$ cat src/include/noc_cfg.svh
`ifndef NOC_CFG_SVH
`define NOC_CFG_SVH

// Traffic generator sizing

// Number of network ports, one packet source per port
`define NOC_PORTS 4

// Bits needed for a destination or source index
`define NOC_DEST_W 2

// Entries in each source queue
`define NOC_FIFO_DEPTH 8

// Per-port LFSR start values are derived from this constant
// Port number gets mixed in so every source runs its own sequence
`define NOC_SEED_BASE 32'hace1_2d5b

// Keep NOC_DEST_W at clog2 of NOC_PORTS
// NOC_PORTS must be at least 2 for the skip-self mapping

`endif

$ cat src/verilog/noc_pkg.sv
`include "noc_cfg.svh"

package noc_pkg;

  // Traffic pattern select
  typedef enum logic [1:0] {
    MODE_UNIFORM = 2'd0,  // Random destinations, never self
    MODE_HOTSPOT = 2'd1,  // Share of traffic aimed at one node
    MODE_STREAM  = 2'd2   // One fixed source to destination flow
  } traffic_mode_e;

  // Traffic configuration loaded through the config port
  typedef struct packed {
    traffic_mode_e               mode;
    logic [31:0]                 rate;          // LFSR threshold for normal ports
    logic [31:0]                 stream_rate;   // LFSR threshold for stream source
    logic [`NOC_DEST_W-1:0]      hotspot_node;
    logic [`NOC_DEST_W-1:0]      stream_src;
    logic [`NOC_DEST_W-1:0]      stream_dst;
    logic [31:0]                 warmup;        // No generation before this time
  } gen_cfg_t;

  // Queued packet, only raw destination plus creation time
  typedef struct packed {
    logic [`NOC_DEST_W-1:0] raw_dest;  // 0 to NOC_PORTS-2, self skipped at head
    logic [31:0]            stamp;
  } fifo_entry_t;

  // Packet as seen on the link
  typedef struct packed {
    logic                   valid;
    logic [`NOC_DEST_W-1:0] dest;
    logic [`NOC_DEST_W-1:0] source;
    logic [31:0]            data;   // Timestamp of creation
  } packet_t;

endpackage

$ cat src/verilog/link_arbiter.sv
`timescale 1ns/1ns
`include "noc_cfg.svh"

module link_arbiter
(
  input  logic                  clk,
  input  logic                  rst,
  input  noc_pkg::packet_t      heads [`NOC_PORTS],
  output logic [`NOC_PORTS-1:0] pop,
  output noc_pkg::packet_t      link_out,
  input  logic                  link_ready
);

  localparam int dw = `NOC_DEST_W;

  logic          link_free;   // Output register empty or being taken
  logic          found;
  logic [dw-1:0] last_q;      // Last granted port
  logic [dw-1:0] grant, cand;

  assign link_free = !link_out.valid || link_ready;

  // Round robin search starting after the last grant
  always_comb
  begin
    found = 1'b0;
    grant = last_q;
    cand  = last_q;
    for (int k = 1; k <= `NOC_PORTS; k++)
    begin
      cand = dw'((int'(last_q) + k) % `NOC_PORTS);
      if (!found && heads[cand].valid)
      begin
        found = 1'b1;
        grant = cand;
      end
    end
    pop = '0;
    if (link_free && found)
      pop[grant] = 1'b1;     // Pop in the cycle the head is loaded
  end

  always_ff @(posedge clk or posedge rst)
  begin
    if (rst)
    begin
      link_out <= '0;
      last_q   <= dw'(`NOC_PORTS - 1);   // Port 0 wins first
    end
    else if (link_free)
    begin
      if (found)
      begin
        link_out <= heads[grant];
        last_q   <= grant;
      end
      else
        link_out.valid <= 1'b0;       // Transfer done, nothing waiting
    end
    // Not free means held until link_ready
  end

endmodule

$ cat src/verilog/packet_fifo.sv
`timescale 1ns/1ns

module packet_fifo
#(
  parameter int depth = 8
)
(
  input  logic                  clk,
  input  logic                  rst,
  input  noc_pkg::fifo_entry_t  din,
  input  logic                  wr_en,
  input  logic                  rd_en,
  output noc_pkg::fifo_entry_t  dout,
  output logic                  full,
  output logic                  empty
);

  localparam int ptr_w = (depth > 1) ? $clog2(depth) : 1;
  localparam int cnt_w = $clog2(depth + 1);

  noc_pkg::fifo_entry_t mem [depth];
  logic [ptr_w-1:0]     wr_ptr, rd_ptr;
  logic [cnt_w-1:0]     count;
  logic                 do_wr, do_rd;

  assign full  = (count == cnt_w'(depth));
  assign empty = (count == '0);
  assign do_wr = wr_en && !full;    // Write into a full queue is dropped
  assign do_rd = rd_en && !empty;
  assign dout  = mem[rd_ptr];       // Show-ahead head entry

  always_ff @(posedge clk or posedge rst)
  begin
    if (rst)
    begin
      wr_ptr <= '0;
      rd_ptr <= '0;
      count  <= '0;
    end
    else
    begin
      if (do_wr)
        wr_ptr <= (wr_ptr == ptr_w'(depth - 1)) ? '0 : wr_ptr + 1'b1;  // Wrap at depth
      if (do_rd)
        rd_ptr <= (rd_ptr == ptr_w'(depth - 1)) ? '0 : rd_ptr + 1'b1;
      if (do_wr && !do_rd)
        count <= count + 1'b1;
      else if (do_rd && !do_wr)
        count <= count - 1'b1;                    // Both at once keeps level
    end
  end

  always_ff @(posedge clk)
  begin
    if (do_wr)
      mem[wr_ptr] <= din;
  end

endmodule

$ cat src/verilog/packet_source.sv
`timescale 1ns/1ns
`include "noc_cfg.svh"

module packet_source
#(
  parameter int port_no = 0
)
(
  input  logic               clk,
  input  logic               rst,
  input  noc_pkg::gen_cfg_t  cfg,
  input  logic [31:0]        timestamp,
  input  logic               gen_en,
  input  logic               pop,
  output noc_pkg::packet_t   head,
  output logic               fifo_full,
  output logic               gen_write
);

  localparam int               dw      = `NOC_DEST_W;
  localparam logic [dw-1:0]    port_id = dw'(port_no);
  localparam logic [31:0]      seed    = (`NOC_SEED_BASE * 32'(port_no + 1)) | 32'd1;

  logic [31:0]          lfsr;
  logic [31:0]          threshold;
  logic [dw-1:0]        uni_raw, raw_sel, hot_dst;
  logic                 hot_hit, want;
  noc_pkg::fifo_entry_t entry_q, fifo_dout;
  logic                 fifo_empty;

  // Maps a destination back to its raw index before the skip-self step
  function automatic logic [dw-1:0] to_raw(input logic [dw-1:0] d);
    return (d > port_id) ? d - 1'b1 : d;
  endfunction

  // Pattern rules
  always_comb
  begin
    uni_raw   = dw'(lfsr[15:0] % 16'(`NOC_PORTS - 1));   // 0 to NOC_PORTS-2
    hot_hit   = (lfsr[18:16] == 3'd1) || (lfsr[18:16] == 3'd4);  // 2 of 8 states
    hot_dst   = (cfg.hotspot_node == port_id) ?
                dw'((int'(cfg.hotspot_node) + 1) % `NOC_PORTS) : cfg.hotspot_node;
    threshold = cfg.rate;
    raw_sel   = uni_raw;
    case (cfg.mode)
      noc_pkg::MODE_HOTSPOT:
      begin
        if (hot_hit)
          raw_sel = to_raw(hot_dst);
      end
      noc_pkg::MODE_STREAM:
      begin
        if (cfg.stream_src == port_id)
        begin
          threshold = cfg.stream_rate;     // Stream source has its own rate
          raw_sel   = to_raw(cfg.stream_dst);
        end
      end
      default: ;                           // Uniform
    endcase
    want = gen_en && (lfsr < threshold);
  end

  // LFSR with taps 32 22 2 1 and the registered write request
  always_ff @(posedge clk or posedge rst)
  begin
    if (rst)
    begin
      lfsr      <= seed;
      gen_write <= 1'b0;
    end
    else
    begin
      lfsr      <= {lfsr[30:0], lfsr[31] ^ lfsr[21] ^ lfsr[1] ^ lfsr[0]};
      gen_write <= want;
    end
  end

  always_ff @(posedge clk)
  begin
    entry_q <= '{raw_dest: raw_sel, stamp: timestamp};  // Stamped at decision time
  end

  packet_fifo #(.depth(`NOC_FIFO_DEPTH)) u_fifo
  (
    .clk   (clk),
    .rst   (rst),
    .din   (entry_q),
    .wr_en (gen_write),
    .rd_en (pop),
    .dout  (fifo_dout),
    .full  (fifo_full),
    .empty (fifo_empty)
  );

  // Full packet built from the queue head
  always_comb
  begin
    head.valid  = !fifo_empty;
    head.dest   = (fifo_dout.raw_dest >= port_id) ? fifo_dout.raw_dest + 1'b1
                                                  : fifo_dout.raw_dest;  // Skip self
    head.source = port_id;
    head.data   = fifo_dout.stamp;
  end

endmodule

$ cat src/verilog/traffic_ctrl.sv
`timescale 1ns/1ns
`include "noc_cfg.svh"

module traffic_ctrl
(
  input  logic                    clk,
  input  logic                    rst,
  input  noc_pkg::gen_cfg_t       cfg_in,
  input  logic                    cfg_load,
  input  logic                    run,
  input  logic [`NOC_PORTS-1:0]   fifo_full,
  input  logic [`NOC_PORTS-1:0]   gen_write,
  output noc_pkg::gen_cfg_t       cfg,
  output logic [31:0]             timestamp,
  output logic                    gen_en,
  output logic [`NOC_PORTS-1:0]   fifo_error
);

  noc_pkg::gen_cfg_t cfg_next;  // Configuration valid from next cycle on
  logic              warm;      // Warm-up period is over

  // New config and its warm-up gate apply together
  always_comb
  begin
    if (cfg_load)
    begin
      cfg_next = cfg_in;
    end
    else
    begin
      cfg_next = cfg;
    end
  end

  // Time after this edge is timestamp+1, so the gate stays safe
  assign warm = (timestamp >= cfg_next.warmup);

  always_ff @(posedge clk or posedge rst)
  begin
    if (rst)
    begin
      cfg        <= '0;           // Uniform mode with zero rate
      timestamp  <= '0;
      gen_en     <= 1'b0;
      fifo_error <= '0;
    end
    else
    begin
      cfg       <= cfg_next;
      timestamp <= timestamp + 32'd1;   // Free running global time
      gen_en    <= run && warm;
      // Sticky overflow, a write that met a full queue is lost
      fifo_error <= fifo_error | (gen_write & fifo_full);
    end
  end

  // Overflow flags only ever rise here
  // Cleared by rst alone

endmodule

$ cat src/verilog/traffic_gen_top.sv
`timescale 1ns/1ns
`include "noc_cfg.svh"

module traffic_gen_top
(
  input  logic                  clk,
  input  logic                  rst,
  input  noc_pkg::gen_cfg_t     cfg_in,
  input  logic                  cfg_load,
  input  logic                  run,
  input  logic                  link_ready,
  output noc_pkg::packet_t      link_out,
  output logic [`NOC_PORTS-1:0] fifo_error
);

  noc_pkg::gen_cfg_t     cfg;
  logic [31:0]           timestamp;
  logic                  gen_en;
  logic [`NOC_PORTS-1:0] fifo_full, gen_write, pop;
  noc_pkg::packet_t      heads [`NOC_PORTS];   // One queue head per source

  traffic_ctrl u_ctrl
  (
    .clk(clk), .rst(rst),
    .cfg_in(cfg_in), .cfg_load(cfg_load), .run(run),
    .fifo_full(fifo_full), .gen_write(gen_write),
    .cfg(cfg), .timestamp(timestamp), .gen_en(gen_en), .fifo_error(fifo_error)
  );

  for (genvar i = 0; i < `NOC_PORTS; i++)
  begin : g_src
    packet_source #(.port_no(i)) u_src
    (
      .clk(clk), .rst(rst),
      .cfg(cfg), .timestamp(timestamp), .gen_en(gen_en), .pop(pop[i]),
      .head(heads[i]), .fifo_full(fifo_full[i]), .gen_write(gen_write[i])
    );
  end

  link_arbiter u_arb
  (
    .clk(clk), .rst(rst),
    .heads(heads), .pop(pop), .link_out(link_out), .link_ready(link_ready)
  );

endmodule
$ cat config.mk
export PLATFORM = sky130hd
export DESIGN_NAME = traffic_gen_top
export DESIGN_NICKNAME = d
export VERILOG_FILES = /design/src/verilog/noc_pkg.sv /design/src/verilog/link_arbiter.sv /design/src/verilog/packet_fifo.sv /design/src/verilog/packet_source.sv /design/src/verilog/traffic_ctrl.sv /design/src/verilog/traffic_gen_top.sv
export VERILOG_INCLUDE_DIRS = /design/src /design/src/include
export SDC_FILE = /design/constraint.sdc
export NUM_CORES = 2
export LEC_CHECK = 0
export BUFFER_PORTS_ARGS = -buffer_cell sky130_fd_sc_hd__buf_2
export CAP_MARGIN = 0
export CORE_ASPECT_RATIO = 0.9
export CORE_MARGIN = 5
export CORE_UTILIZATION = 55
export DETAILED_ROUTE_END_ITERATION = 10
export PLACE_DENSITY = 0.77
export SLEW_MARGIN = 20
export SYNTH_ARGS = -nofsm -noshare
export SYNTH_HDL_FRONTEND = slang
export SYNTH_SLANG_ARGS = --single-unit
$ cat constraint.sdc
create_clock -name clk -period 12.5 [get_ports clk]
set_input_delay 3.75 -clock clk [delete_from_list [all_inputs] [get_ports clk]]
set_output_delay 3.75 -clock clk [all_outputs]
set_load 0.02 [all_outputs]
==> flow_metrics.py <==
metrics = {
    "worst_setup_path": {
        "cp.required_ps": 13120,
        "cp-start-kind": "input port",
        "crit_family": "compound AO/OA/AOI/OAI gates",
        "rr_worst_depth": 18,
        "rrSetupSlack_ps": 6300,
        "end_kind": "register",
        "cpMaxStageDelayCell": "buf_4",
        "timing.rr.start": "g_src[1].u_src.lfsr[15]",
        "crit_arrival_ps": 7310,
        "crit_type": "input port to register",
        "r2r_end": "g_src[1].u_src.entry_q[33]",
        "crit_chain": "buf_4 -> mux2_2 -> ha_1 -> nand2b_1 -> a21o_1 -> a21o_1 -> a21o_1 -> a21o_1 -> a21o_1 -> a21o_1 -> a21o_1 -> a21o_1 -> a21o_1 -> a21o_1 -> a21o_1 -> a21oi_1 -> o21ai_0",
        "crit_fanout": 38,
        "slowest_delay_ps": 490,
        "cp_common_cell": "a21o_1",
        "worst-path-buf-inv": 1,
    },
    "worst_hold_path": {
        "holdPathEnd": "g_src[1].u_src.lfsr[23]",
        "holdCritPathClass": "register to register",
        "min_delay_path_depth": 0,
        "min_from": "g_src[1].u_src.lfsr[22]",
    },
    "sta": {
        "fin_setup_tns_ps": 0,
        "rsz0062_at_grt": "no",
        "min_period_over_period_pct": 53.5,
        "setup_viol": 0,
        "max_freq_mhz": 150,
        "hold_viol": 0,
        "slew_headroom_pct": 21.8,
        "slew_viol_final": 0,
        "finClkSkew_ps": 38.2,
        "worst_slew_pin_slew_ps": 1160,
        "layout_min_cycle_time_ps": 6690,
    },
    "global_routing": {
        "grt_antenna_before_repair": 8,
        "grt_pass1_wl_mm": 233,
        "grt_pass1_vias": 36700,
        "grtUsageTotal_pct": 25.1,
        "grt_overflow_total": 0,
        "grt_max_degree": 176,
    },
    "clocking": {
        "cts_hold_buf": 0,
        "cts_buffer_depth": 3,
        "post-cts-setup-buffers": 0,
        "cts-root-buf": "clkbuf_16",
        "clkLatencyLatePin_ps": 780,
        "cts_tree": "yes",
        "cts_resized": 0,
        "cts.sink_count": 1480,
        "clk_pin_slew_ps": 70,
        "htree_levels": 4,
        "cts_buffers": 145,
    },
    "floorplanning": {
        "rows": 118,
        "coreArea_um2": 115000,
        "die_h_um": 334,
        "ios": 150,
        "die_w_um": 370,
        "die-area_um2": 124000,
        "start_util_pct": 55.5,
    },
    "pwr": {
        "pwr_density_cell_nw_per_um2": 151,
        "leakage_nw": 27.2,
        "combPwrFrac_pct": 7.8,
        "ir_worst_vdd_v": 0.000157,
        "p_sw_share_pct": 24.2,
        "switchingPower_mw": 2.62,
        "p_seq_share_pct": 51.0,
        "cell_internal_pwr_mw": 8.18,
        "clock_power_share_pct": 41.2,
    },
    "detailed_routing": {
        "wl_per_cell_um": 26.5,
        "viasPerCell": 6.30,
        "ant_nets": 0,
        "wl_mm": 153,
        "route.detailed.drc": 0,
        "vias": 36400,
        "drt_iter0_drc": 3934,
        "drt_pass1_iterations": 5,
    },
    "synthesis": {
        "ys_seq_area_share_pct": 66.1,
        "avgSynthCellArea_um2": 16.4,
        "synth_nets": 4232,
        "synthDistinctLibCells": 108,
        "synth_cells": 3914,
        "yosys_warnings": 0,
        "synth_common_cells": "edfxtp_1 (1088), dfrtp_1 (289), mux4_2 (272)",
        "synth_area_um2": 64100,
        "synth_top_area_share_pct": 51.0,
        "synthTopCellsByArea": "edfxtp_1 (51%), dfrtp_1 (11%), mux4_2 (9.6%)",
        "ys_ff_latch": 1480,
        "synth-async-reset-ratio_pct": 23.8,
        "synth_area_leader_cell": "edfxtp_1",
        "yosysMostFrequentCell": "edfxtp_1",
        "synth_flop_cell": "edfxtp_1",
        "synth-edff-count": 1088,
    },
    "place": {
        "portBuffers": 149,
        "gp_congestion": 0.856,
        "dp_hpwl_mm": 92.7,
    },
    "layout": {
        "syn_to_final_growth_pct": 11.9,
        "fin_util_pct": 62.2,
        "layout-drive-gt1-share_pct": 22.9,
        "nets": 4408,
        "regArea_um2": 42400,
        "multi_input_comb_area_um2": 20800,
        "num-fill-cells": 7993,
    },
    "run": {
        "timing.max_cap.violations": 0,
    },
    "outcome": {
        "status": "completed",
    },
}
power groups by stage:
| stage | Clock [mW] | Combinational (mW) | Sequential, mW |
|---|---|---|---|
| 6_report | 4.45 | 0.845 | 5.51 |
| 5_1_grt | 4.74 | 0.915 | 5.52 |
| 4_1_cts | 4.52 | 0.852 | 5.51 |
| 3_5_place_dp | 0 | 0.833 | 5.60 |
| 3_3_place_gp | 0 | 0.816 | 5.60 |
| 2_1_floorplan | 0 | 0.560 | 5.54 |
cell usage in the layout (no fill, tap or decap), types with 33 or more instances in the layout:
| cell | synthesis | routed |
|---|---|---|
| buf_2 | 14 | 148 |
| dfstp_2 | 63 | 63 |
| xnor2_1 | 63 | 63 |
| nand2_1 | 126 | 126 |
| nor2_1 | 107 | 97 |
| a211oi_1 | 111 | 111 |
| buf_4 | 6 | 74 |
| nor3_1 | 59 | 44 |
| nor2b_1 | 95 | 94 |
| mux2i_1 | 247 | 247 |
| mux4_2 | 272 | 272 |
| inv_1 | 91 | 90 |
| a21oi_1 | 171 | 171 |
| nand3_1 | 40 | 40 |
| edfxtp_1 | 1088 | 1088 |
| nand2b_1 | 43 | 43 |
| mux2_2 | 87 | 87 |
| o21ai_0 | 77 | 77 |
| clkbuf_1 | 129 | 33 |
| dfxtp_1 | 40 | 35 |
| dfrtp_1 | 289 | 277 |
| ha_1 | 205 | 205 |
| a21o_1 | 36 | 36 |
| clkbuf_16 | 0 | 147 |
| o21a_1 | 37 | 37 |
registers in the layout, indices dropped and copies added, names as in the netlist, 4 cells and up:
register                   cells
g_src.u_src.u_fifo.mem      1088
g_src.u_src.lfsr             128
u_ctrl.cfg                   104
g_src.u_src.entry_q           40
u_arb.link_out                37
u_ctrl.timestamp              32
g_src.u_src.u_fifo.count      16
g_src.u_src.u_fifo.rd_ptr     12
g_src.u_src.u_fifo.wr_ptr     12
g_src.u_src.gen_write          4
u_ctrl.fifo_error              4
kinds of logic (layout without fill, tap and decap cells):
kind of cell	Yosys count	after routing	synth area share, %
fa+ha+maj	209	209	4.13
xor+xnor	90	90	1.24
simple gates	646	646	5.48
other cells	0	1	0
flops	1480	1480	66.1
mux	608	608	15.0
compound gates	592	592	6.30
buf+inv	289	589	1.80
layer usage:
layer / global-route usage [%] / share of wire (%) / up-vias
met5: 0 / 0.035 / -
met4: 7.37 / 2.7 / 8
met3: 5.65 / 9.6 / 272
met2: 39.5 / 48 / 1758
met1: 35.7 / 40 / 18600
li1: - / - / 15800
worst reg2reg max path: stages, from the launching register on:
cell       delay, ps
dfrtp_1          520
or4b_1           610
mux2i_1          240
o2bb2ai_1        170
or3_1            220
or3_1            130
a21oi_1           60
o41ai_2          980
nor2_1            50
or3_1            340
a311o_1          420
ha_1             240
nor4_1           470
mux2_2           410
ha_1             220
nor3_1           270
a221o_1          270
mux2i_1          360
o22ai_1          110
metrics by stage:
step           std cells  total power [mW]  cell area (um^2)  setup slack (ps)  hold WS (ps)
2_1_floorplan       3914              6.10             64100              4090           356
3_3_place_gp        5503              6.41             66900              5120           358
3_5_place_dp        5503              6.44             66900              5080           360
4_1_cts             5774              10.9             71800              5850           369
5_1_grt             5775              11.2             71800              5700           372
6_report            5775              10.8             71800              5810           368
worst max-delay path by stage:
stage | start | endpoint | slack [ps] | cells after the start
6_report | cfg_load | u_ctrl.gen_en | 5810 | 17
5_1_grt | cfg_load | u_ctrl.gen_en | 5700 | 17
4_1_cts | cfg_load | u_ctrl.gen_en | 5850 | 17
3_5_place_dp | cfg_load | u_ctrl.gen_en | 5080 | 17
3_3_place_gp | cfg_load | u_ctrl.gen_en | 5120 | 17
2_1_floorplan | rst | g_src[0].u_src.gen_write | 4090 | 1
cell type report:
cell class | count | share of cell area (%)
diodes | 1 | 0.00349
multi-input cells | 2145 | 29.0
well taps | 1560 | 2.72
clock inverters | 80 | 1.30
flip-flops and latches | 1480 | 59.1
inverters | 94 | 0.497
clock buffers | 191 | 5.51
repair buffers | 224 | 1.86
Note: power is estimated with default switching activity, not from simulation.
